File: config.mk
export PLATFORM = sky130hd
export DESIGN_NAME = row_sequencer
export DESIGN_NICKNAME = d
export VERILOG_FILES = /design/src/design/scaler_geom_pkg.sv /design/src/design/row_sequencer.sv
export SDC_FILE = /design/constraint.sdc
export NUM_CORES = 1
export LEC_CHECK = 0
export CELL_PAD_IN_SITES_DETAIL_PLACEMENT = 0
export CELL_PAD_IN_SITES_GLOBAL_PLACEMENT = 1
export CORE_MARGIN = 2
export CORE_UTILIZATION = 30
export CTS_CLUSTER_SIZE = 12
export DETAILED_ROUTE_END_ITERATION = 7
export DONT_BUFFER_PORTS = 1
export GPL_TIMING_DRIVEN = 0
export PLACE_DENSITY = 0.55
export SLEW_MARGIN = 20
export SYNTH_ARGS = -nofsm -noshare
export SYNTH_HDL_FRONTEND = slang
export SYNTH_SLANG_ARGS = --single-unit
File: constraint.sdc
create_clock -name clk_in2 -period 4.6 [get_ports clk_in2]
set_clock_uncertainty 0.1 [all_clocks]
set_input_delay 1.15 -clock clk_in2 [delete_from_list [all_inputs] [get_ports clk_in2]]
set_output_delay 1.15 -clock clk_in2 [all_outputs]
set_load 0.1 [all_outputs]
File: src/design/scaler_geom_pkg.sv
//--------------------------------------------------------------------------
// geometry types: image dimensions, scaler configuration,
// fixed-point position word and destination coordinate
//--------------------------------------------------------------------------
package scaler_geom_pkg;

    localparam int DIM_W  = 11;
    localparam int FRAC_W = 16;
    localparam int POS_W  = DIM_W + FRAC_W;     // 27 bit accumulator

    typedef logic [DIM_W-1:0] dim_t;

    typedef struct packed {
        dim_t              src_width;
        dim_t              src_height;
        dim_t              dst_width;
        dim_t              dst_height;
        logic [FRAC_W-1:0] x_ratio;             // source step per dest pixel
        logic [FRAC_W-1:0] y_ratio;
    } scale_cfg_t;

    // stepped as a plain sum, decoded as integer / half / rest
    typedef union packed {
        logic [POS_W-1:0] raw;
        struct packed {
            dim_t              int_part;
            logic              half;
            logic [FRAC_W-2:0] rest;
        } f;
    } fixed_pos_u;

    typedef struct packed {
        dim_t x_int;
        dim_t y_int;
        logic x_half;
        logic y_half;
        logic frame_start;                      // first pixel of dest row 0
        logic last_row;
    } coord_t;

endpackage

File: src/design/row_sequencer.sv
//--------------------------------------------------------------------------
// destination grid walker: row record, x/y accumulators, output framing
//--------------------------------------------------------------------------
`timescale 1ns/1ps

module row_sequencer (
    input  logic                        clk_in2,
    input  logic                        rst_n,
    input  scaler_geom_pkg::scale_cfg_t cfg,
    input  logic                        row_done,
    input  scaler_geom_pkg::dim_t       row_index,
    output scaler_geom_pkg::coord_t     coord,
    output logic                        coord_valid,
    output logic                        frame_vs
);
    import scaler_geom_pkg::*;

    typedef enum logic [2:0] {
        S_IDLE,
        S_ROW_CHECK,
        S_EMIT,
        S_ROW_ADV,
        S_RETIRE
    } state_t;

    state_t     state;
    fixed_pos_u x_pos;
    fixed_pos_u y_pos;
    dim_t       x_cnt;
    dim_t       y_cnt;
    dim_t       done_idx;                       // highest completed source row
    logic       pending;
    logic       last_row;
    logic       last_col;
    dim_t       need_row;
    logic       row_ready;

    assign last_row = (y_cnt == cfg.dst_height - 1'b1);
    assign last_col = (x_cnt == cfg.dst_width - 1'b1);

    // rounded source row plus one, satisfied anyway once the frame is all in
    assign need_row  = y_pos.f.int_part + DIM_W'(y_pos.f.half) + 1'b1;
    assign row_ready = (need_row <= done_idx) || (done_idx == cfg.src_height - 1'b1)
                       || last_row;

    //--------------------------------------------------------------------------
    // FSM and row record
    //--------------------------------------------------------------------------
    always_ff @(posedge clk_in2)
    begin
        if (!rst_n)
        begin
            state     <= S_IDLE;
            pending   <= 1'b0;
            done_idx  <= '0;
            frame_vs  <= 1'b0;
            y_pos.raw <= '0;
            y_cnt     <= '0;
        end
        else
        begin
            case (state)
                S_IDLE:
                begin
                    if (pending)
                    begin
                        state <= S_ROW_CHECK;
                        if (done_idx == '0)     // frame restart
                        begin
                            y_pos.raw <= '0;
                            y_cnt     <= '0;
                        end
                    end
                end
                S_ROW_CHECK:
                begin
                    if ((y_cnt == cfg.dst_height) || !row_ready)
                        state <= S_RETIRE;
                    else
                    begin
                        state <= S_EMIT;
                        if (y_cnt == '0)
                            frame_vs <= 1'b1;
                    end
                end
                S_EMIT:
                begin
                    if (last_col)
                    begin
                        state <= S_ROW_ADV;
                        if (last_row)
                            frame_vs <= 1'b0;
                    end
                end
                S_ROW_ADV:
                begin
                    y_pos.raw <= y_pos.raw + POS_W'(cfg.y_ratio);
                    y_cnt     <= y_cnt + 1'b1;
                    state     <= last_row ? S_RETIRE : S_ROW_CHECK;
                end
                default:
                    state <= S_IDLE;            // S_RETIRE
            endcase

            if (row_done)
            begin
                pending  <= 1'b1;
                done_idx <= row_index;
            end
            else if (state == S_RETIRE)
                pending <= 1'b0;
        end
    end

    // x restarts every row
    always_ff @(posedge clk_in2)
    begin
        if (state == S_EMIT)
        begin
            x_pos.raw <= x_pos.raw + POS_W'(cfg.x_ratio);
            x_cnt     <= x_cnt + 1'b1;
        end
        else
        begin
            x_pos.raw <= '0;
            x_cnt     <= '0;
        end
    end

    assign coord_valid = (state == S_EMIT);
    assign coord = '{x_int:       x_pos.f.int_part,
                     y_int:       y_pos.f.int_part,
                     x_half:      x_pos.f.half,
                     y_half:      y_pos.f.half,
                     frame_start: (x_cnt == '0) && (y_cnt == '0),
                     last_row:    last_row};

    a_x_in_row: assert property (@(posedge clk_in2) disable iff (!rst_n)
        coord_valid |-> x_cnt < cfg.dst_width)
        else $error("coordinate beyond destination width");

    // upstream blanking too short for the output to keep up
    a_no_overrun: assert property (@(posedge clk_in2) disable iff (!rst_n)
        row_done |-> !pending)
        else $error("row %0d completed while a row is still pending", row_index);

endmodule

==> summary.md <==
| Metric | Value |
|---|---|
| Status | `complete, no violations` |
| Initial antenna violation count | `0` |
| Final Hold Viols | `0` |
| Initial Utilization | `between 30% and 40%` |
| Slew Limit Fails | `0` |
| Hold Buf Count CTS | `0` |
| Die span in y | `around 150 microns` |
| Fraction of layout instances using a drive strength above 1 | `6.36%` |
| Die Area | `~24000 sq um` |
| Synth top cells by count | `nor2_1, dfxtp_1, nand2_1, ha_1, xnor2_1` |
| Register area share after synthesis | `27.4%` |
| Startpoint types | `primary input` |
| Post-synth EDFFs | `0` |
| Unrepaired setup endpoints after global routing | `no` |
| Mapped Nets | `980` |
| Min Clock Period, post-route | `around 4.4 ns` |
| Post-Synth Adder-Cell Area | `roughly a tenth` |
| Antenna-violating nets left | `0` |
| Die width | `between 150 and 200 microns` |
| Setup crit end kind | `output port` |
| Largest family of logic cells by synthesized area | `simple AND/OR/NAND/NOR gates` |
| Num CTS Buffers | `9` |
| Drt pass-1 iters | `5` |
| Max VDD drop | `~150 uV` |
| Critical Path RT | `about 3.4 ns` |
| Endpoints failing setup | `0` |
| P&R area growth vs syn | `9.37%` |
| Flop and latch count out of synthesis | `92` |
| Dominant cell by count in the synthesized netlist | `nor2_1` |
| CP Class | `in -> out` |
| # DRC | `0` |
| Largest fanout on the critical path | `8` |
| Largest net degree at the start of global routing | `14` |
| Xor and xnor area share after synthesis | `11.9%` |
| Fillers | `approximately 2400` |
| TritonCTS clock tree | `built` |
| GRT Overall Usage | `around 15%` |
| GP Congestion | `slightly above 0.8` |
| Synth Area in Simple Gates | `a little under a quarter` |
| Synth area leader | `dfxtp_1` |
| Diode count | `0` |
| Core box area | `about 22000 sq um` |
| H-tree Lvls | `3` |
| Post-Synthesis Cell Area | `around 6700 sq um` |
| Placed cells | `roughly 1100` |
| Worst Max-Slew Pin Slew | `roughly 1.1 ns` |
| Clock Pin Slew Worst Setup and Hold Paths | `about 0.070 ns` |
| Ys flop type | `dfxtp_1` |
| Largest cells by area after synthesis | `dfxtp_1, ha_1, xnor2_1, nor2_1, xor2_1` |
| Vias | `between 5000 and 6000` |
| # rows | `54` |
| Mean post-synth cell area | `~8.0 sq um` |
| Number of global-route vias before repair | `5853` |
| Finished Layout Cells | `between 1000 and 1500` |
| Core Util, Final | `~34%` |
| P_leak | `slightly below 3 nW` |
| WP data arrival | `~3.2 ns` |
| Hold Crit Class | `reg -> reg` |
| Warnings, synthesis | `0` |
| Fmax | `225 MHz` |
| Post-synth cell types | `65` |
| Skew-Pair Late Insertion Delay | `between 0.3 and 0.4 ns` |
| Mux cell area share after synthesis | `under 10%` |
| MaxCap Viol Count | `0` |
| Detailed Place HPWL | `approximately 14 mm` |
| Grt ovf | `0` |
| DR WL/cell | `between 15 and 20 microns` |
| Cells after Synth | `between 800 and 900` |
| Sink Count | `92` |
| Vias per std cell | `5.24` |
| Rel. slew slack | `roughly a quarter` |
| Nets@finish | `~990` |
| IO buf count | `0` |
| Maximum clock insertion buffer count | `2` |
| I/O pins | `~120` |
| First-pass GRT wire length | `between 20 and 30 mm` |
| Post-synthesis async set-or-reset flop share | `0%` |
| Complex-gate fraction of the synthesized area | `~17%` |
| CTS Root Cell | `clkbuf_16` |
| PwrDens | `about 260 nW/um^2` |
| Share of the synthesized area in the top cell type | `27.4%` |
| Routed wire length | `approximately 18 mm` |
| Fin crit share | `roughly 96%` |
| Reg2reg setup slack | `between 1 and 1.5 ns` |
| 1st-iter DRT viols | `186` |
| Setup TNS | `0 ns` |
==> timing repair <==
item / CTS / global route
setup endpoints to repair: 0 / 1
resized for setup: 0 / 1
hold endpoints to repair: 0 / 0
setup buffers: 0 / 0
==> metrics by stage <==
step           total power [mW]  area [sq um]  setup slack, ns  hold WS [ns]
6_report                   1.91          7350            0.163         0.367
5_1_grt                    2.01          7350           0.0303         0.406
4_1_cts                    1.95          7340           0.0821         0.377
3_5_place_dp               1.20          7070           0.0826         0.359
3_3_place_gp               1.19          7070            0.112         0.342
2_1_floorplan              1.12          6720            0.324         0.329
==> where the power goes <==
group	internal (mW)	switching, mW	total [mW]
clock	0.414	0.317	0.732
sequential	0.819	0.0297	0.849
combinational	0.124	0.202	0.326
total	1.36	0.549	1.91
==> cell usage in the layout (no fill, tap or decap), types with 3 or more instances in the layout <==
master	Yosys	routed
clkbuf_16	0	9
nand3_1	28	28
or4_1	10	10
inv_1	44	44
a21oi_1	42	42
a22oi_1	10	10
nor2_1	97	96
ha_1	53	53
a21o_1	8	8
nor3b_1	5	5
a31oi_1	6	6
clkbuf_1	19	21
o21a_1	13	13
and3_1	10	10
a2111oi_0	4	4
nor2b_1	9	9
nand2_1	57	57
xnor2_1	51	51
or3_1	5	5
nor3_1	23	23
nand2b_1	9	9
buf_4	25	24
o21bai_1	6	6
a211oi_1	10	10
o31ai_1	8	8
nand4_1	19	19
nor4_1	20	20
o2111ai_1	3	3
o22ai_1	3	3
mux2i_1	16	16
xor2_1	40	40
o211ai_1	10	10
nand3b_1	4	4
o311ai_0	3	3
o21ai_0	28	28
dfxtp_1	92	92
or2_2	7	7
==> final timing paths <==
kind / start / to / cells after the start
hold reg to reg: y_pos[9] / y_pos[9] / 2
hold / removal: y_pos[9] / y_pos[9] / 2
setup reg to reg: x_pos[0] / x_pos[20] / 11
setup / recovery: cfg[35] / coord[0] / 7
==> cell type report <==
class                      instances  area [sq um]  share of cell area, %
clock buffer                      11           233                   3.17
multi-input combinational        652          4430                   60.4
buffer                            46           278                   3.78
clock inverter                     3          40.0                  0.545
inverter                          45           169                   2.30
sequential                        92          1840                   25.1
tap                              280           350                   4.77
==> critical path: stages <==
cell,delay (ns)
buf_6,0.11
or4_4,0.56
o311a_1,0.37
nor4b_2,0.32
o2111ai_2,0.28
inv_1,0.14
buf_6,0.24
==> per-layer routing <==
metal  GRT usage, %  vias to the layer above  part of all wire, %
li1               -                     3005                    -
met1           18.8                     2798                   45
met2           27.2                       97                   50
met3           3.80                       11                  4.5
met4           3.36                        0                  1.0
met5              0                        -                    0
==> registers in the layout (all words and copies together) (netlist names) <==
name and flops:
y_pos 27, x_pos 27, state 3, frame_vs 1, done_idx 11, pending 1, y_cnt 11, x_cnt 11
==> cells by family (layout without fill, tap and decap cells) <==
logic type / Yosys count / in the layout
XOR/XNOR: 91 / 91
AO/OA/AOI/OAI: 173 / 173
buffers and inverters: 91 / 105
adder cells (fa/ha/maj): 55 / 55
multiplexers: 17 / 17
flip-flops: 92 / 92
AND/OR/NAND/NOR: 316 / 316
No activity file was read; power rests on OpenSTA's default activity.
