[src/design/pixel_pkg.sv]
//--------------------------------------------------------------------------
// pixel types: RGB pixel, 2x2 neighbourhood, line-store write record
//--------------------------------------------------------------------------
package pixel_pkg;

    localparam int CH_W       = 8;
    localparam int MAX_SLOT_W = 4;
    localparam int MAX_COL_W  = 11;

    typedef struct packed {
        logic [CH_W-1:0] r;
        logic [CH_W-1:0] g;
        logic [CH_W-1:0] b;
    } rgb_t;

    // top-left, top-right, bottom-left, bottom-right
    typedef struct packed {
        rgb_t p00;
        rgb_t p01;
        rgb_t p10;
        rgb_t p11;
    } quad_t;

    typedef struct packed {
        logic                  en;
        logic                  bank;            // odd source row
        logic [MAX_SLOT_W-1:0] row_slot;
        logic [MAX_COL_W-1:0]  col;
        rgb_t                  data;
    } line_wr_t;

endpackage

[src/design/pixel_pick.sv]
//--------------------------------------------------------------------------
// border replication and half-bit neighbour select, output register
//--------------------------------------------------------------------------
`timescale 1ns/1ps

module pixel_pick (
    input  logic             clk_in2,
    input  logic             rst_n,
    input  pixel_pkg::quad_t quad,
    input  logic             right_edge,
    input  logic             bottom_edge,
    input  logic             x_half,
    input  logic             y_half,
    input  logic             de,
    input  logic             vs,
    output pixel_pkg::rgb_t  out_pix,
    output logic             out_de,
    output logic             out_vsync
);
    import pixel_pkg::*;

    quad_t rep_q;
    logic  x_half_q;
    logic  y_half_q;
    logic  de_q;
    logic  vs_q;

    // right edge repeats the left column, bottom edge the top row
    always_ff @(posedge clk_in2)
    begin
        rep_q <= quad;
        if (right_edge)
        begin
            rep_q.p01 <= quad.p00;
            rep_q.p11 <= quad.p10;
        end
        if (bottom_edge)
        begin
            rep_q.p10 <= quad.p00;
            rep_q.p11 <= right_edge ? quad.p00 : quad.p01;   // corner -> p00
        end
        x_half_q <= x_half;
        y_half_q <= y_half;
    end

    always_ff @(posedge clk_in2)
    begin
        case ({x_half_q, y_half_q})
            2'b00:   out_pix <= rep_q.p00;
            2'b01:   out_pix <= rep_q.p10;
            2'b10:   out_pix <= rep_q.p01;
            default: out_pix <= rep_q.p11;
        endcase
    end

    always_ff @(posedge clk_in2)
    begin
        if (!rst_n)
        begin
            de_q      <= 1'b0;
            vs_q      <= 1'b0;
            out_de    <= 1'b0;
            out_vsync <= 1'b0;
        end
        else
        begin
            de_q      <= de;
            vs_q      <= vs;
            out_de    <= de_q;
            out_vsync <= vs_q;
        end
    end

endmodule

[config.mk]
export PLATFORM = sky130hd
export DESIGN_NAME = pixel_pick
export DESIGN_NICKNAME = d
export VERILOG_FILES = /design/src/design/pixel_pkg.sv /design/src/design/pixel_pick.sv
export SDC_FILE = /design/constraint.sdc
export NUM_CORES = 1
export LEC_CHECK = 0
export BUFFER_PORTS_ARGS = -buffer_cell sky130_fd_sc_hd__buf_2
export CAP_MARGIN = 20
export CORE_MARGIN = 1.5
export CORE_UTILIZATION = 50
export DETAILED_ROUTE_END_ITERATION = 16
export PLACE_DENSITY = 0.78
export SYNTH_ARGS = -nofsm -noshare
export SYNTH_HDL_FRONTEND = slang
export SYNTH_SLANG_ARGS = --single-unit
[constraint.sdc]
create_clock -name clk_in2 -period 1.7 [get_ports clk_in2]
set_input_delay 0.085 -clock clk_in2 [delete_from_list [all_inputs] [get_ports clk_in2]]
set_output_delay 0.085 -clock clk_in2 [all_outputs]
set_load 0.05 [all_outputs]
==> results of run 1 <==
-- cells in the mapped netlist --
library cell	number
dfxtp_1	126
mux2_2	48
mux4_2	44
buf_4	7
buf_2	5
and2_1	4
mux4_1	4
buf_12	2
buf_6	1
clkbuf_1	1
-- metrics by stage --
stage | hold WS [ns] | setup slack [ns] | util | cells
global placement | 0.1900 | 0.3831 | 0.6055 | 465
floorplan | 0.1127 | 0.5151 | - | 242
detailed placement | 0.1886 | 0.3700 | 0.6055 | 465
-- logic make-up after synthesis --
group	count (synthesis)
and+or+nand+nor	4
DFF	126
buffers and inverters	16
muxes	96
==> flow_metrics.py, run 1 <==
metrics = {
    "synth": {
        "synth_top_family_by_area": "multiplexers",
        "synthAdderAreaFrac": 0,
        "yosysSeqAreaShare": 0.5843,
        "synth_fp_nets": 346,
        "synth_top_area_cell": "dfxtp_1",
        "synth_xor_area_frac": 0,
        "synth_top_area_share": 0.5843,
        "synth_warnings": 0,
        "synth.distinct_cells": 10,
        "syn_inst": 242,
        "syn_avg_cell_area_um2": 17.84,
        "synth-simple-area-share": 0.005797,
        "synth_compound_area_frac": 0,
        "synthTopCellsByArea": "dfxtp_1 (58%), mux4_2 (23%), mux2_2 (13%)",
        "ys_seq_elements": 126,
        "synth_area_um2": 4317,
        "muxShareOfSynthArea": 0.3791,
    },
    "floorplanning": {
        "die_x_um": 95.92,
        "num_io_pins": 130,
        "fp.dieH_um": 95.92,
        "rows": 33,
        "initial_core_util": 0.5201,
    },
    "run_status": {
        "haltStage": "4_1_cts",
        "outcome": "did not finish",
        "error": "[ERROR RSZ-0060] Max buffer count reached.",
    },
    "placement": {
        "portBuffers": 129,
        "dp_hpwl_mm": 5.330,
        "place_congestion": 0.7316,
        "dpl_cell_area_um2": 5025,
    },
    "clocking": {
        "htreeDepth": 4,
        "cts_root_buf": "clkbuf_8",
        "cts_buffer_depth": 2,
        "cts_setup_buffers": 0,
        "postCtsResizedCells": 0,
        "postCtsHoldBufs": 101,
        "cts.sinks": 126,
        "cts_buffers": 17,
    },
}
==> run 2, diff against run 1 <==
- CORE_UTILIZATION: 50 -> 40
- PLACE_DENSITY: 0.78 -> default
- PLACE_DENSITY_LB_ADDON: default -> 0.15
==> run 2 against run 1 <==
  * Synthesized cell count unchanged
  * Synthesized area unchanged
  * The flow now finishes without violations
==> flow_metrics.py, run 2 <==
metrics = {
    "run_status": {
        "outcome": "completed",
    },
    "clocking": {
        "cts_tree": "yes",
        "clk_pin_slew_ns": 0.05,
        "clk_latency_ns": 0.49,
        "htreeDepth": 4,
        "cts_buffers": 17,
        "cts_buffer_depth": 2,
        "cts.sinks": 126,
        "cts_setup_buffers": 0,
        "cts_root_buf": "clkbuf_8",
        "postCtsResizedCells": 0,
    },
    "synth": {
        "syn_avg_cell_area_um2": 17.84,
        "synth_top_area_cell": "dfxtp_1",
        "syn_inst": 242,
        "synthTopCellsByArea": "dfxtp_1 (58%), mux4_2 (23%), mux2_2 (13%)",
        "synth-edff-count": 0,
        "synth_top_area_share": 0.5843,
        "ys_seq_elements": 126,
        "synth_warnings": 0,
        "synth_fp_nets": 346,
        "yosys-top-cells-count": "dfxtp_1 (126), mux2_2 (48), mux4_2 (44), buf_4 (7), buf_2 (5)",
        "synthArstFlopShare": 0,
        "synth.distinct_cells": 10,
        "yosysMostFrequentCell": "dfxtp_1",
        "yosysSeqAreaShare": 0.5843,
        "synth_area_um2": 4317,
        "synth_flop_cell": "dfxtp_1",
    },
    "sta": {
        "worst_pin_slew_ns": 0.3646,
        "fmax_mhz": 768.2,
        "report.final.slew_viol_count": 0,
        "rsz0062_at_grt": "false",
        "fin_setup_tns_ns": 0,
        "setup_viol": 0,
        "period_needed_ns": 1.302,
        "worst_slack_ns": 0.3982,
        "finalHoldViolCount": 0,
        "slew-limit-headroom": 0.7570,
        "finClkSkew_ns": 0.007102,
        "fin_crit_sh": 0.7657,
    },
    "global_routing": {
        "grt_max_degree": 49,
        "grt_pass1_vias": 3249,
        "grt_pass1_wl_mm": 14.55,
        "grt_usage": 0.1678,
        "grt-busiest-layer": "met2",
        "grt_use_met3": 0.05897,
        "met1_usage": 0.1845,
        "antenna_found_initial": 0,
        "grt_overflow": 0,
        "met2_usage": 0.2926,
    },
    "routing": {
        "avgViaCountPerCell": 4.667,
        "drc": 0,
        "vias": 2940,
        "ant_nets": 0,
        "drt_first_pass_iters": 4,
        "wl_per_cell_um": 14.41,
        "drtIter0Drc": 65,
        "wirelength_mm": 9.080,
    },
    "setup_path": {
        "end_kind": "register",
        "critPathMaxStageDelay_ns": 0.58,
        "crit_buf_inv": 1,
        "crit_type": "reg -> reg",
        "cp-start-kind": "register",
        "worst_r2r_endpoint": "out_pix[1]",
        "arrival_ns": 1.66,
        "r2r_cells": 2,
        "path_max_fanout": 14,
        "cp_top_family": "multiplexers",
        "crit_chain": "buf_4 -> mux4_1",
        "worstPathRequired_ns": 2.06,
        "crit_slowest_cell": "mux4_1",
        "regToRegSetupSlack_ns": 0.40,
        "regToRegStartpoint": "y_half_q",
    },
    "placement": {
        "placed_cells": 496,
        "place_congestion": 0.6741,
        "portBuffers": 129,
        "dp_hpwl_mm": 5.277,
        "dp_slack_ns": 0.3770,
    },
    "pwr": {
        "power_density_nw_per_um2": 1182,
        "p_leak_nw": 2.843,
        "ir_worst_vdd_v": 0.0007454,
    },
    "floorplanning": {
        "initial_core_util": 0.4144,
        "fp.dieH_um": 106.9,
        "die_x_um": 106.9,
        "dieArea_um2": 11420,
        "rows": 37,
        "num_io_pins": 130,
        "coreArea_um2": 10420,
    },
    "layout": {
        "post-route-util": 0.6414,
        "layout_commonest_cell": "buf_2",
        "syn_to_final_growth_pct": 54.78,
        "num_antenna_cells": 0,
        "fin_cells": 630,
        "fill_cells": 772,
        "largest_reg_flops": 96,
        "drive_above_1_share": 0.5202,
        "regMostFlops": "rep_q",
        "top_regs": "rep_q: 96 flops, out_pix: 24 flops",
        "mostFrequentLayoutCells": "buf_2 (129), dfxtp_1 (125), dlygate4sd3_1 (103), mux2_2 (48), mux4_2 (44)",
        "final_nets": 586,
    },
    "run": {
        "maxCapViolations": 0,
    },
    "worst_hold_path": {
        "holdPathStages": 3,
        "min_path_type": "in -> reg",
        "whs_endpoint": "rep_q[9]",
        "worstHoldStart": "bottom_edge",
    },
}
-- run 2: metrics by stage --
step | hold slack, ns | power, W | cell area [um^2]
after detailed placement | 0.1921 | 0.004277 | 5064
final | 0.1808 | 0.007895 | 6681
after CTS | 0.1608 | 0.007986 | 6681
after global placement | 0.1905 | 0.004263 | 5064
after floorplan | 0.1127 | 0.003991 | 4317
after global routing | 0.1728 | 0.008199 | 6681
-- run 2: worst max-delay path by stage --
stage                     startpoint          end  slack (ns)  depth (start not counted)
after global placement      y_half_q  out_pix[22]        0.39                          2
after floorplan             y_half_q  out_pix[10]        0.52                          3
final                       y_half_q   out_pix[1]        0.40                          2
after global routing        y_half_q   out_pix[0]        0.31                          2
after detailed placement    y_half_q   out_pix[1]        0.38                          2
after CTS                   y_half_q  out_pix[23]        0.37                          2
-- run 2: where the power goes --
group	internal, W	switching (W)
Combinational	0.000576	0.000538
Clock	0.00229	0.00121
Sequential	0.00322	0.0000596
-- run 2: per-layer routing --
| metal | vias up | routed length [um] |
|---|---|---|
| li1 | 1401 | - |
| met1 | 1429 | 3824 |
| met2 | 96 | 4583 |
| met3 | 14 | 486 |
| met4 | 0 | 185 |
| met5 | - | 0 |
-- run 2: worst min-delay path: stages --
cell and delay [ns]:
buf_2 0.11, buf_12 0.20, mux4_2 0.23
-- run 2: logic make-up after synthesis --
group         count (synthesis)  share of synthesized area
buf+inv                      16                    0.03072
flops                       126                     0.5843
mux                          96                     0.3791
simple gates                  4                   0.005796
-- run 2: repair_timing --
action,in CTS,in global routing
endpoints found under the hold margin,102,0
hold buffers,103,0
endpoints found under the setup margin,0,0
-- run 2: layout make-up --
class | instances | area, um^2 | share of cell area
Sequential cell | 126 | 2524 | 0.3777
Clock inverter | 11 | 141.4 | 0.02116
Clock buffer | 20 | 445.4 | 0.06667
Multi-Input combinational cell | 100 | 1662 | 0.2487
Timing Repair Buffer | 237 | 1739 | 0.2603
Tap cell | 136 | 170.2 | 0.02547
Power figures use the tool's default switching activity.
==> run 3, diff against run 2 <==
- clock period: 1.7 -> 1.2 ns (I/O delays scaled with it)
==> run 3 against run 2 <==
  * Sequential power is 42% higher
  * Core utilization is 1.2 points higher
  * Final cell count is 0.79% higher
  * Via count is 0.48% higher
  * Clock-buffer cell count stayed put
  * Critical path type is now in -> reg
  * Critical endpoint is now rep_q[49]
  * Highest routed layer unchanged
==> flow_metrics.py, run 3 (same netlist as run 2, synthesis figures left out) <==
metrics = {
    "run_status": {
        "outcome": "completed",
    },
    "clocking": {
        "htreeDepth": 4,
        "clk_pin_slew_ns": 0.06,
        "cts_buffers": 17,
        "cts_tree": "yes",
        "cts_root_buf": "clkbuf_8",
        "cts.sinks": 126,
        "cts_buffer_depth": 2,
        "cts_setup_buffers": 0,
        "clk_latency_ns": 0.51,
    },
    "layout": {
        "final_nets": 590,
        "largest_reg_flops": 96,
        "syn_to_final_growth_pct": 57.77,
        "drive_above_1_share": 0.5311,
        "fin_cells": 635,
        "num_antenna_cells": 0,
        "regMostFlops": "rep_q",
        "mostFrequentLayoutCells": "dfxtp_1 (125), buf_2 (122), dlygate4sd3_1 (105), mux4_2 (48), mux2_2 (48)",
        "layout_commonest_cell": "dfxtp_1",
        "top_regs": "rep_q: 96 flops, out_pix: 24 flops",
    },
    "floorplanning": {
        "num_io_pins": 130,
        "rows": 37,
        "dieArea_um2": 11420,
        "fp.dieH_um": 106.9,
        "coreArea_um2": 10420,
        "initial_core_util": 0.4144,
        "die_x_um": 106.9,
    },
    "routing": {
        "drc": 0,
        "drt_first_pass_iters": 4,
        "ant_nets": 0,
        "wl_per_cell_um": 14.29,
        "avgViaCountPerCell": 4.652,
        "drtIter0Drc": 83,
        "wirelength_mm": 9.071,
        "vias": 2954,
    },
    "pwr": {
        "p_leak_nw": 2.883,
        "ir_worst_vdd_v": 0.0009437,
        "power_density_nw_per_um2": 1680,
    },
    "placement": {
        "placed_cells": 498,
        "dp_slack_ns": -0.02497,
        "portBuffers": 129,
        "place_congestion": 0.6991,
        "dp_hpwl_mm": 5.576,
    },
    "global_routing": {
        "grt_usage": 0.1725,
        "grt_pass1_vias": 3175,
        "antenna_found_initial": 0,
        "grt_overflow": 0,
        "grt_pass1_wl_mm": 14.84,
        "grt_max_degree": 25,
    },
    "setup_path": {
        "cp_common_cell": "dlygate4sd3_1",
        "critPathMaxStageDelay_ns": 0.56,
        "cp_top_family": "buffers and inverters",
        "crit_buf_inv": 3,
        "worst_r2r_endpoint": "out_pix[8]",
        "crit_chain": "dlygate4sd3_1 -> buf_2 -> mux2_2 -> dlygate4sd3_1",
        "regToRegSetupSlack_ns": 0.03,
        "r2r_cells": 2,
        "path_max_fanout": 4,
        "cp-start-kind": "input pin",
        "regToRegStartpoint": "y_half_q",
        "arrival_ns": 1.57,
        "crit_type": "in -> reg",
        "end_kind": "register",
        "crit_slowest_cell": "dlygate4sd3_1",
        "worstPathRequired_ns": 1.60,
    },
    "sta": {
        "worst_pin_slew_ns": 0.2845,
        "report.final.slew_viol_count": 0,
        "finalHoldViolCount": 0,
        "fin_crit_sh": 0.9762,
        "period_needed_ns": 1.171,
        "fmax_mhz": 853.6,
        "setup_viol": 0,
        "worst_slack_ns": 0.02851,
        "slew-limit-headroom": 0.8103,
        "rsz0062_at_grt": "true",
        "finClkSkew_ns": 0.006230,
    },
    "worst_hold_path": {
        "holdPathStages": 3,
        "worstHoldStart": "bottom_edge",
        "whs_endpoint": "rep_q[37]",
        "min_path_type": "in -> reg",
    },
    "run": {
        "maxCapViolations": 0,
    },
}
-- run 3: how the worst max path moves through the flow --
stage / cells past startpoint / start / to
floorplan: 3 / y_half_q / out_pix[10]
global placement: 2 / y_half_q / out_pix[22]
detailed placement: 2 / y_half_q / out_pix[22]
CTS: 2 / y_half_q / out_pix[8]
global route: 2 / y_half_q / out_pix[12]
finish: 4 / quad[73] / rep_q[49]
-- run 3: metal layers --
metal	GRT usage	share of wire	vias up
met5	0	0	-
met2	0.2894	0.50	100
li1	-	-	1410
met1	0.1936	0.42	1424
met4	0.07238	0.024	0
met3	0.07112	0.060	20
-- run 3: layout make-up --
class / count / area (um^2)
fillers: 773 / 3606
flip-flops and latches: 126 / 2526
repair buffers: 241 / 1854
multi-input cells: 100 / 1647
clock buffers: 20 / 455.4
well taps: 136 / 170.2
clock inverters: 12 / 157.7
-- run 3: through the flow --
step	area (um^2)	TNS [ns]	utilization	hold WS, ns	power, W
detailed placement	5141	-0.08569	0.4936	0.1674	0.006096
floorplan	4317	0	-	0.08772	0.005655
CTS	6793	0	0.6521	0.06273	0.01153
finish	6810	0	0.6538	0.07968	0.01144
global route	6810	-0.005482	0.6538	0.06744	0.01192
global placement	5141	-0.04865	0.4936	0.1648	0.006069
-- run 3: repair_timing --
| item | CTS | global route |
|---|---|---|
| hold buffers | 105 | 0 |
| endpoints found under the hold margin | 102 | 0 |
| endpoints found under the setup margin | 4 | 11 |
| gates resized for setup | 5 | 7 |
-- run 3: where the power goes --
part | leakage [nW] | internal [W] | switching, W
clock network | 0.294 | 0.00334 | 0.00182
logic | 1.53 | 0.000863 | 0.000765
registers | 1.06 | 0.00456 | 0.0000914
total | 2.88 | 0.00876 | 0.00268
-- run 3: worst register-to-register path, stage by stage, from the launching register on --
cell	delay, ns
dfxtp_4	0.37
buf_12	0.16
mux4_2	0.51
