### src/design/pixel_pkg.sv
//--------------------------------------------------------------------------
// pixel types: RGB pixel, 2x2 neighbourhood, line-store write record
//--------------------------------------------------------------------------
package pixel_pkg;

    localparam int CH_W       = 8;
    localparam int MAX_SLOT_W = 4;
    localparam int MAX_COL_W  = 11;

    typedef struct packed {
        logic [CH_W-1:0] r;
        logic [CH_W-1:0] g;
        logic [CH_W-1:0] b;
    } rgb_t;

    // top-left, top-right, bottom-left, bottom-right
    typedef struct packed {
        rgb_t p00;
        rgb_t p01;
        rgb_t p10;
        rgb_t p11;
    } quad_t;

    typedef struct packed {
        logic                  en;
        logic                  bank;            // odd source row
        logic [MAX_SLOT_W-1:0] row_slot;
        logic [MAX_COL_W-1:0]  col;
        rgb_t                  data;
    } line_wr_t;

endpackage

### src/design/scaler_geom_pkg.sv
//--------------------------------------------------------------------------
// geometry types: image dimensions, scaler configuration,
// fixed-point position word and destination coordinate
//--------------------------------------------------------------------------
package scaler_geom_pkg;

    localparam int DIM_W  = 11;
    localparam int FRAC_W = 16;
    localparam int POS_W  = DIM_W + FRAC_W;     // 27 bit accumulator

    typedef logic [DIM_W-1:0] dim_t;

    typedef struct packed {
        dim_t              src_width;
        dim_t              src_height;
        dim_t              dst_width;
        dim_t              dst_height;
        logic [FRAC_W-1:0] x_ratio;             // source step per dest pixel
        logic [FRAC_W-1:0] y_ratio;
    } scale_cfg_t;

    // stepped as a plain sum, decoded as integer / half / rest
    typedef union packed {
        logic [POS_W-1:0] raw;
        struct packed {
            dim_t              int_part;
            logic              half;
            logic [FRAC_W-2:0] rest;
        } f;
    } fixed_pos_u;

    typedef struct packed {
        dim_t x_int;
        dim_t y_int;
        logic x_half;
        logic y_half;
        logic frame_start;                      // first pixel of dest row 0
        logic last_row;
    } coord_t;

endpackage

### src/design/source_row_tracker.sv
//--------------------------------------------------------------------------
// source side: column and row counting, line-store writes, row completion
//--------------------------------------------------------------------------
`timescale 1ns/1ps

module source_row_tracker #(
    parameter int COL_BITS  = 10,
    parameter int SLOT_BITS = 2
) (
    input  logic                  clk_in2,
    input  logic                  rst_n,
    input  logic                  in_vsync,
    input  logic                  in_de,
    input  pixel_pkg::rgb_t       in_pix,
    output pixel_pkg::line_wr_t   wr,
    output logic                  row_done,
    output scaler_geom_pkg::dim_t row_index
);
    import pixel_pkg::*;
    import scaler_geom_pkg::*;

    logic                  pix_in;
    logic                  de_d;
    logic                  de_fall;
    logic [COL_BITS:0]     col_cnt;             // spare msb catches overflow
    dim_t                  row_cnt;
    logic                  wr_en;
    logic                  wr_bank;
    logic [MAX_SLOT_W-1:0] wr_slot;
    logic [MAX_COL_W-1:0]  wr_col;
    rgb_t                  wr_data;

    assign pix_in  = in_vsync & in_de;
    assign de_fall = de_d & ~pix_in;

    always_ff @(posedge clk_in2)
    begin
        if (!rst_n)
        begin
            de_d     <= 1'b0;
            col_cnt  <= '0;
            row_cnt  <= '0;
            wr_en    <= 1'b0;
            row_done <= 1'b0;
        end
        else
        begin
            de_d     <= pix_in;
            wr_en    <= pix_in;
            row_done <= de_fall;
            if (pix_in)
                col_cnt <= col_cnt + 1'b1;
            else
                col_cnt <= '0;
            if (!in_vsync)
                row_cnt <= '0;
            else if (de_fall)
                row_cnt <= row_cnt + 1'b1;
        end
    end

    // row n -> bank n[0], slot n/2
    always_ff @(posedge clk_in2)
    begin
        wr_bank   <= row_cnt[0];
        wr_slot   <= MAX_SLOT_W'(row_cnt[SLOT_BITS:1]);
        wr_col    <= MAX_COL_W'(col_cnt[COL_BITS-1:0]);
        wr_data   <= in_pix;
        row_index <= row_cnt;                   // still the finished row on de fall
    end

    assign wr = '{en: wr_en, bank: wr_bank, row_slot: wr_slot, col: wr_col, data: wr_data};

    a_col_fits: assert property (@(posedge clk_in2) disable iff (!rst_n)
        pix_in |-> !col_cnt[COL_BITS])
        else $error("source row longer than %0d pixels", 1 << COL_BITS);

endmodule

### config.mk
export PLATFORM = sky130hd
export DESIGN_NAME = source_row_tracker
export DESIGN_NICKNAME = d
export VERILOG_FILES = /design/src/design/pixel_pkg.sv /design/src/design/scaler_geom_pkg.sv /design/src/design/source_row_tracker.sv
export SDC_FILE = /design/constraint.sdc
export NUM_CORES = 1
export LEC_CHECK = 0
export ABC_AREA = 1
export BUFFER_PORTS_ARGS = -buffer_cell sky130_fd_sc_hd__buf_2
export CORE_MARGIN = 2
export CORE_UTILIZATION = 45
export CTS_BUF_LIST = sky130_fd_sc_hd__clkbuf_2 sky130_fd_sc_hd__clkbuf_4 sky130_fd_sc_hd__clkbuf_8
export DETAILED_ROUTE_END_ITERATION = 16
export HOLD_SLACK_MARGIN = 0.06
export PLACE_DENSITY = 0.75
export SLEW_MARGIN = 15
export SYNTH_ARGS = -nofsm -noshare
export SYNTH_HDL_FRONTEND = slang
export SYNTH_SLANG_ARGS = --single-unit
### constraint.sdc
create_clock -name clk_in2 -period 2.67 [get_ports clk_in2]
set_input_delay 0.534 -clock clk_in2 [delete_from_list [all_inputs] [get_ports clk_in2]]
set_output_delay 0.534 -clock clk_in2 [all_outputs]
set_load 0.02 [all_outputs]
==> results.py, run 1 <==
metrics = {
    "layout": {
        "fill_cells": 366,
        "final_area_um2": 2580,
        "diodes": 0,
        "drive_gt1_frac": 0.348,
        "area_growth_pct": 29.8,
        "finalNetCount": 308,
    },
    "detailed_routing": {
        "first_iter_violations": 43,
        "wire_per_inst_um": 10.4,
        "dr_total_vias": 1462,
        "vias_per_cell": 4.38,
        "wirelength_um": 3480,
        "drt_pass1_iterations": 4,
        "drc_errors": 0,
        "antenna_left": 0,
    },
    "global_routing": {
        "busiest_layer": "met2",
        "grt_max_degree": 11,
        "met2_usage": 0.216,
        "overflow": 0,
        "grt_use_total": 0.145,
        "grt_pass1_vias": 1297,
        "antenna_found_initial": 0,
        "use_met1": 0.174,
        "met3_usage": 0.0399,
        "grt_pass1_wl_um": 5540,
    },
    "timing": {
        "finalClockSkew_ns": 0.00443,
        "period_minus_slack_ns": 1.45,
        "max_freq_mhz": 687,
        "tns_ns": 0,
        "grt_setup_unrepaired": "no",
        "fin_crit_sh": 0.545,
        "setup_violations": 0,
        "slew_violations": 0,
        "hold_violations": 0,
    },
    "placement": {
        "port_buffers": 77,
        "placed_area_um2": 2390,
        "dp_hpwl_um": 2580,
        "gp_congestion": 0.741,
    },
    "yosys": {
        "yosysWarnings": 0,
        "ys_ff_latch": 68,
        "syn_area_per_cell_um2": 10.2,
        "yosysUniqueCellTypes": 20,
        "yosysSeqAreaShare": 0.683,
        "syn_inst": 196,
        "netlist_area_um2": 1990,
    },
    "power_and_ir_drop": {
        "power_frac_seq": 0.538,
        "p_comb_frac": 0.045,
        "p_int_uw": 1550,
        "power_frac_clock": 0.417,
        "ir_drop_mv": 0.359,
        "switching_share": 0.200,
        "power_density_nw_per_um2": 751,
        "power_switching_uw": 389,
        "total_leakage_power_uw": 0.00122,
    },
    "critical_path": {
        "r2r_slack_ns": 1.36,
        "crit_path_end_kind": "output pin",
        "worst-path-max-fanout": 2,
        "cpMaxStageDelayCell": "dfxtp_1",
        "crit_type": "flop to output pin",
        "path_buf_inv": 1,
        "critPathTopFamily": "flip-flops",
        "reg2reg_to": "row_cnt[6]",
        "worstPathRequired_ns": 2.14,
        "critPathMaxStageDelay_ns": 0.39,
        "critPathLaunchType": "flop",
        "cp.depth": 1,
        "crit_arrival_ns": 0.92,
        "path_cells": "buf_2",
        "timing.rr.start": "row_cnt[0]",
        "reg2regPathDepth": 6,
    },
    "clock_network": {
        "clock_path_buffers": 2,
        "path_clk_slew_ns": 0.06,
        "cts_max_level": 3,
        "cts_sinks": 68,
        "cts_buffers": 9,
        "postCtsSetupBuffers": 0,
        "cts_hold_buffers": 0,
        "cts-root-buf": "clkbuf_8",
        "post_cts_resize_count": 0,
        "tritoncts": "built",
        "clkLatencyLatePin_ns": 0.32,
    },
    "worst_hold_path": {
        "hold_path_class": "input pin to flop",
        "min_from": "in_pix[5]",
        "hold_depth": 1,
        "hold_end": "wr[5]",
    },
    "floorplanning": {
        "die_w_um": 70.5,
        "die-area_um2": 4970,
        "start_util": 0.464,
        "core_um2": 4290,
        "io-pin-count": 81,
        "die_h_um": 70.5,
        "rows": 24,
    },
    "job": {
        "drv_cap": 0,
    },
    "run_status": {
        "status": "finished, final reports clean",
    },
}
-- through the flow --
| stage | util | hold slack (ns) | cells | setup slack, ns | total power (µW) |
|---|---|---|---|---|---|
| finish | 0.602 | 0.311 | 334 | 1.22 | 1940 |
| global placement | 0.557 | 0.353 | 319 | 1.32 | 1150 |
| global route | 0.602 | 0.294 | 334 | 1.14 | 2010 |
| floorplan | - | 0.343 | 198 | 1.48 | 1120 |
| detailed placement | 0.557 | 0.355 | 319 | 1.27 | 1150 |
| CTS | 0.602 | 0.294 | 334 | 1.21 | 1960 |
-- registers in the layout, indices dropped and copies added (netlist names) --
| register | flops |
|---|---|
| col_cnt | 10 |
| row_cnt | 11 |
| wr | 24 |
| wr_col | 10 |
| row_done | 1 |
| wr_en | 1 |
| row_index | 11 |
-- placed cells by master, fill, tap and decap left out --
cell,Yosys,final
nand3_2,1,1
nand2_4,1,1
conb_1,1,3
inv_1,20,20
clkinv_2,0,1
dfxtp_1,68,68
clkbuf_8,0,10
nand4_1,3,3
bufinv_16,0,1
nand3_1,12,12
nand3b_1,2,2
or2_2,1,1
o21ai_0,3,3
o21a_1,2,2
nor2_1,25,25
xnor2_1,1,1
ha_1,2,2
xor2_1,2,2
clkbuf_4,0,3
nand2_1,31,31
buf_2,0,77
nor2_2,1,1
nor2_4,2,2
a21oi_1,10,10
-- worst max-delay path by stage --
stage | from | to
2_1_floorplan | in_vsync | row_cnt[7]
3_3_place_gp | in_vsync | row_cnt[7]
3_5_place_dp | in_vsync | row_cnt[6]
4_1_cts | wr_en | wr[40]
5_1_grt | row_cnt[0] | row_cnt[10]
6_report | wr_en | wr[40]
-- routing by layer --
layer	vias up	share of wire	wire length (µm)
met4	0	0.044	154
li1	763	-	-
met3	13	0.099	343
met2	71	0.42	1450
met1	615	0.44	1530
met5	-	0	0
-- cell families (layout without fill, tap and decap cells) --
family | Yosys count | count (layout) | synth area share
xor+xnor | 3 | 3 | 0.0132
other cells | 1 | 3 | 0.00188
compound gates | 15 | 15 | 0.0402
fa+ha+maj | 2 | 2 | 0.0126
flops | 68 | 68 | 0.683
buf+inv | 28 | 112 | 0.0678
simple gates | 79 | 79 | 0.181
-- power groups by stage --
stage | clock (µW) | combinational, µW | sequential, µW
6_report | 809 | 87.5 | 1040
5_1_grt | 869 | 95.2 | 1050
4_1_cts | 831 | 88.5 | 1040
3_5_place_dp | 0 | 88.1 | 1070
3_3_place_gp | 0 | 86.8 | 1070
2_1_floorplan | 0 | 23.9 | 1090
-- synthesized netlist by cell type --
| master | n | share of area |
|---|---|---|
| nand4_1 | 3 | 0.0094 |
| conb_1 | 1 | 0.0019 |
| ha_1 | 2 | 0.013 |
| buf_4 | 8 | 0.030 |
| nand3_2 | 1 | 0.0050 |
| or2_2 | 1 | 0.0031 |
| nand3_1 | 12 | 0.030 |
| nand2_1 | 31 | 0.058 |
| nor2_2 | 1 | 0.0031 |
| nand3b_1 | 2 | 0.0075 |
| nand2_4 | 1 | 0.0057 |
| nor2_1 | 25 | 0.047 |
| xor2_1 | 2 | 0.0088 |
| dfxtp_1 | 68 | 0.68 |
| o21ai_0 | 3 | 0.0075 |
| nor2_4 | 2 | 0.011 |
| o21a_1 | 2 | 0.0075 |
| xnor2_1 | 1 | 0.0044 |
| a21oi_1 | 10 | 0.025 |
| inv_1 | 20 | 0.038 |
-- final cells by class --
cell class	instances	area, µm²	share of cell area
clock inverter	2	35.0	0.0136
multi-input combinational	102	503	0.195
clock buffer	13	160	0.0620
sequential	68	1360	0.527
timing repair buffer	77	385	0.149
inverter	20	75.1	0.0290
tap	52	65.1	0.0252
Note: power is estimated with default switching activity, not from simulation.
==> run 2, diff against run 1 <==
- clock period: 2.67 -> 1.4 ns (I/O delays scaled with it)
==> results.py, run 2 (synthesis gave the netlist of run 1 again) <==
metrics = {
    "critical_path": {
        "path_cells": "ha_1 -> nand3_1 -> nor2_4 -> nand3_2 -> nand2_1 -> inv_1 -> nor2_1",
        "critPathTopFamily": "simple AND/OR/NAND/NOR gates",
        "cpMaxStageDelayCell": "dfxtp_1",
        "critPathLaunchType": "flop",
        "crit_type": "flop to flop",
        "crit_path_end_kind": "flop",
        "critPathMaxStageDelay_ns": 0.38,
        "path_buf_inv": 1,
        "worst-path-max-fanout": 8,
        "worstPathRequired_ns": 1.66,
        "crit_arrival_ns": 1.51,
    },
    "detailed_routing": {
        "antenna_left": 0,
        "wire_per_inst_um": 11.4,
        "drt_pass1_iterations": 4,
        "wirelength_um": 4090,
        "dr_total_vias": 1582,
        "vias_per_cell": 4.41,
        "drc_errors": 0,
        "first_iter_violations": 47,
    },
    "placement": {
        "gp_congestion": 0.785,
        "place_ws_ns": 0.177,
        "placed_area_um2": 2390,
        "port_buffers": 77,
        "dp_hpwl_um": 2540,
    },
    "clock_network": {
        "tritoncts": "built",
        "clkLatencyLatePin_ns": 0.33,
        "cts_max_level": 3,
        "post_cts_resize_count": 0,
        "cts_buffers": 9,
        "clock_path_buffers": 2,
        "path_clk_slew_ns": 0.06,
        "cts_sinks": 68,
        "cts-root-buf": "clkbuf_8",
    },
    "layout": {
        "postLayoutCoreUtil": 0.653,
        "final_area_um2": 2800,
        "fill_cells": 332,
        "diodes": 0,
        "area_growth_pct": 40.7,
        "layout_common_cells": "buf_2, dfxtp_1, nand2_1",
        "final_common_cell": "buf_2",
        "drive_gt1_frac": 0.322,
        "largest_reg_flops": 24,
        "multi_input_area_um2": 503,
        "finalNetCount": 332,
        "ff_latch_area_um2": 1360,
    },
    "floorplanning": {
        "rows": 24,
        "die_h_um": 70.5,
        "start_util": 0.464,
        "io-pin-count": 81,
        "die-area_um2": 4970,
        "die_w_um": 70.5,
        "core_um2": 4290,
    },
    "job": {
        "drv_cap": 0,
    },
    "timing": {
        "slew_violations": 0,
        "setup_violations": 0,
        "finalClockSkew_ns": 0.00638,
        "fin_crit_sh": 0.889,
        "tns_ns": 0,
        "grt_setup_unrepaired": "no",
        "max_freq_mhz": 803,
        "whs_ns": 0.222,
        "period_minus_slack_ns": 1.25,
        "hold_violations": 0,
        "fin_ws_ns": 0.155,
    },
    "power_and_ir_drop": {
        "total_leakage_power_uw": 0.00131,
        "ir_drop_mv": 0.634,
        "power_density_nw_per_um2": 1280,
    },
    "global_routing": {
        "grt_max_degree": 12,
        "grt_pass1_wl_um": 6820,
        "grt_use_total": 0.176,
        "overflow": 0,
        "grt_pass1_vias": 1511,
        "antenna_found_initial": 0,
    },
    "run_status": {
        "status": "finished, final reports clean",
    },
    "worst_hold_path": {
        "hold_path_class": "input pin to flop",
    },
}
## run 2: final timing paths
path	start	endpoint	slack [ns]	depth (start not counted)
worst max-delay path	row_cnt[0]	row_cnt[10]	0.15	7
worst max register to register	row_cnt[0]	row_cnt[10]	0.15	7
worst min-delay path	rst_n	row_done	0.22	3
worst min register to register	col_cnt[9]	wr_col[9]	0.37	0
## run 2: worst min-delay path, stage by stage
cell and delay (ns):
buf_2 0.08, inv_1 0.05, nor2_1 0.09
## run 2: power breakdown
group / leakage (µW) / switching (µW) / internal (µW) / total (µW)
clock network: 0.0000923 / 663 / 697 / 1360
registers: 0.000557 / 14.3 / 1980 / 1990
logic: 0.000657 / 118 / 106 / 224
## run 2: cell type report
cell class	count	share of cell area
flip-flops and latches	68	0.486
repair buffers	101	0.223
multi-input cells	102	0.179
clock buffers	11	0.0518
inverters	20	0.0268
well taps	52	0.0232
clock inverters	5	0.00982
## run 2: stage by stage
step	instances	power, µW
5_1_grt	359	3710
4_1_cts	359	3610
3_3_place_gp	319	2200
2_1_floorplan	198	2130
6_report	359	3580
3_5_place_dp	319	2200
## run 2: what timing repair did
action,in CTS,in global routing
hold buffers,24,0
endpoints found under the hold margin,24,0
setup buffers,0,0
## run 2: metal layers
metal,global-route usage,share of wire,up-vias
met5,0,0,-
met4,0.113,0.032,0
met3,0.0385,0.076,11
met2,0.277,0.45,66
met1,0.220,0.44,691
li1,-,-,814
==> run 3, diff against run 2 <==
- CORE_MARGIN: 2 -> 10
==> results.py, run 3 (synthesis gave the netlist of run 1 again) <==
metrics = {
    "run_status": {
        "status": "finished, final reports clean",
    },
    "critical_path": {
        "crit_path_end_kind": "flop",
        "path_cells": "ha_1 -> nand3_1 -> nor2_4 -> nand3_2 -> nand2_1 -> inv_1 -> nor2_1",
        "critPathTopFamily": "simple AND/OR/NAND/NOR gates",
        "r2r_slack_ns": 0.15,
        "crit_type": "flop to flop",
        "crit_start": "row_cnt[0]",
        "critPathLaunchType": "flop",
        "path_buf_inv": 1,
        "cpMaxStageDelayCell": "dfxtp_1",
        "timing.rr.start": "row_cnt[0]",
        "worstPathRequired_ns": 1.67,
        "crit_arrival_ns": 1.51,
        "reg2reg_to": "row_cnt[10]",
        "worst-path-max-fanout": 8,
        "crit_path_end": "row_cnt[10]",
        "cp.depth": 7,
        "reg2regPathDepth": 7,
        "critPathMaxStageDelay_ns": 0.39,
    },
    "layout": {
        "area_growth_pct": 40.9,
        "drive_gt1_frac": 0.320,
        "fill_cells": 356,
        "layout_common_cells": "buf_2, dfxtp_1, nand2_1",
        "diodes": 0,
        "largest_reg_flops": 24,
        "finalNetCount": 332,
        "final_area_um2": 2810,
        "final_common_cell": "buf_2",
    },
    "clock_network": {
        "cts-root-buf": "clkbuf_8",
        "cts_hold_buffers": 24,
        "cts_sinks": 68,
        "cts_buffers": 9,
        "cts_max_level": 3,
        "postCtsSetupBuffers": 0,
        "clock_path_buffers": 2,
        "tritoncts": "built",
        "path_clk_slew_ns": 0.06,
        "post_cts_resize_count": 0,
        "clkLatencyLatePin_ns": 0.33,
    },
    "timing": {
        "max_freq_mhz": 803,
        "tns_ns": 0,
        "grt_setup_unrepaired": "no",
        "fin_crit_sh": 0.890,
        "slew_violations": 0,
        "hold_violations": 0,
        "period_minus_slack_ns": 1.25,
        "finalClockSkew_ns": 0.00295,
        "setup_violations": 0,
    },
    "power_and_ir_drop": {
        "total_leakage_power_uw": 0.00131,
        "p_int_uw": 2850,
        "power_frac_seq": 0.550,
        "power_density_nw_per_um2": 1290,
        "ir_drop_mv": 0.560,
        "power_switching_uw": 776,
        "switching_share": 0.214,
        "power_frac_clock": 0.387,
        "p_comb_frac": 0.063,
    },
    "detailed_routing": {
        "wire_per_inst_um": 13.2,
        "dr_total_vias": 1594,
        "drt_pass1_iterations": 4,
        "first_iter_violations": 35,
        "wirelength_um": 4720,
        "antenna_left": 0,
        "drc_errors": 0,
        "vias_per_cell": 4.45,
    },
    "floorplanning": {
        "die-area_um2": 7490,
        "die_w_um": 86.5,
        "io-pin-count": 81,
        "start_util": 0.461,
        "rows": 24,
        "core_um2": 4320,
        "die_h_um": 86.5,
    },
    "placement": {
        "gp_congestion": 0.757,
        "dp_hpwl_um": 3200,
        "port_buffers": 77,
        "placed_area_um2": 2390,
    },
    "worst_hold_path": {
        "hold_path_class": "input pin to flop",
    },
    "global_routing": {
        "grt_use_total": 0.130,
        "grt_pass1_wl_um": 7600,
        "grt_max_degree": 11,
        "grt_pass1_vias": 1570,
        "antenna_found_initial": 0,
        "overflow": 0,
    },
    "job": {
        "drv_cap": 0,
    },
}
-- run 3: power groups by stage --
stage	clock network [µW]	registers, µW	logic [µW]
floorplan	0	2090	45.5
global placement	0	2030	171
detailed placement	0	2040	173
CTS	1450	1990	226
global route	1540	2000	246
finish	1400	1990	227
-- run 3: cell type report --
type | instances | area [µm²] | share of cell area
multi-input cells | 102 | 503 | 0.179
flip-flops and latches | 68 | 1360 | 0.485
inverters | 20 | 75.1 | 0.0267
clock buffers | 13 | 166 | 0.0593
clock inverters | 2 | 10.0 | 0.00357
well taps | 52 | 65.1 | 0.0232
repair buffers | 101 | 626 | 0.223
-- run 3: worst min-delay path by stage --
stage	endpoint	slack (ns)	start	cells after the start
floorplan	wr[0]	0.31	in_pix[0]	0
global placement	row_index[10]	0.36	row_cnt[10]	0
detailed placement	wr_col[9]	0.37	col_cnt[9]	0
CTS	row_done	0.19	rst_n	3
global route	row_done	0.23	rst_n	3
finish	row_done	0.21	rst_n	3
-- run 3: stage by stage --
stage	std cells	util	hold slack (ns)	worst slack, ns	total power, µW
global placement	319	0.553	0.361	0.211	2200
finish	358	0.649	0.205	0.155	3620
floorplan	198	-	0.308	0.265	2130
global route	358	0.649	0.226	0.00597	3780
CTS	358	0.649	0.192	0.131	3670
detailed placement	319	0.553	0.365	0.149	2210
-- run 3: tightest hold or removal path: stages --
cell,delay (ns)
buf_2,0.08
inv_1,0.05
nor2_1,0.08
-- run 3: routing by layer --
layer / part of all wire / GRT usage / wire (µm)
met5: 0 / 0 / 0
met1: 0.43 / 0.143 / 2010
met3: 0.085 / 0.0478 / 400
met2: 0.47 / 0.205 / 2200
met4: 0.023 / 0.0854 / 110
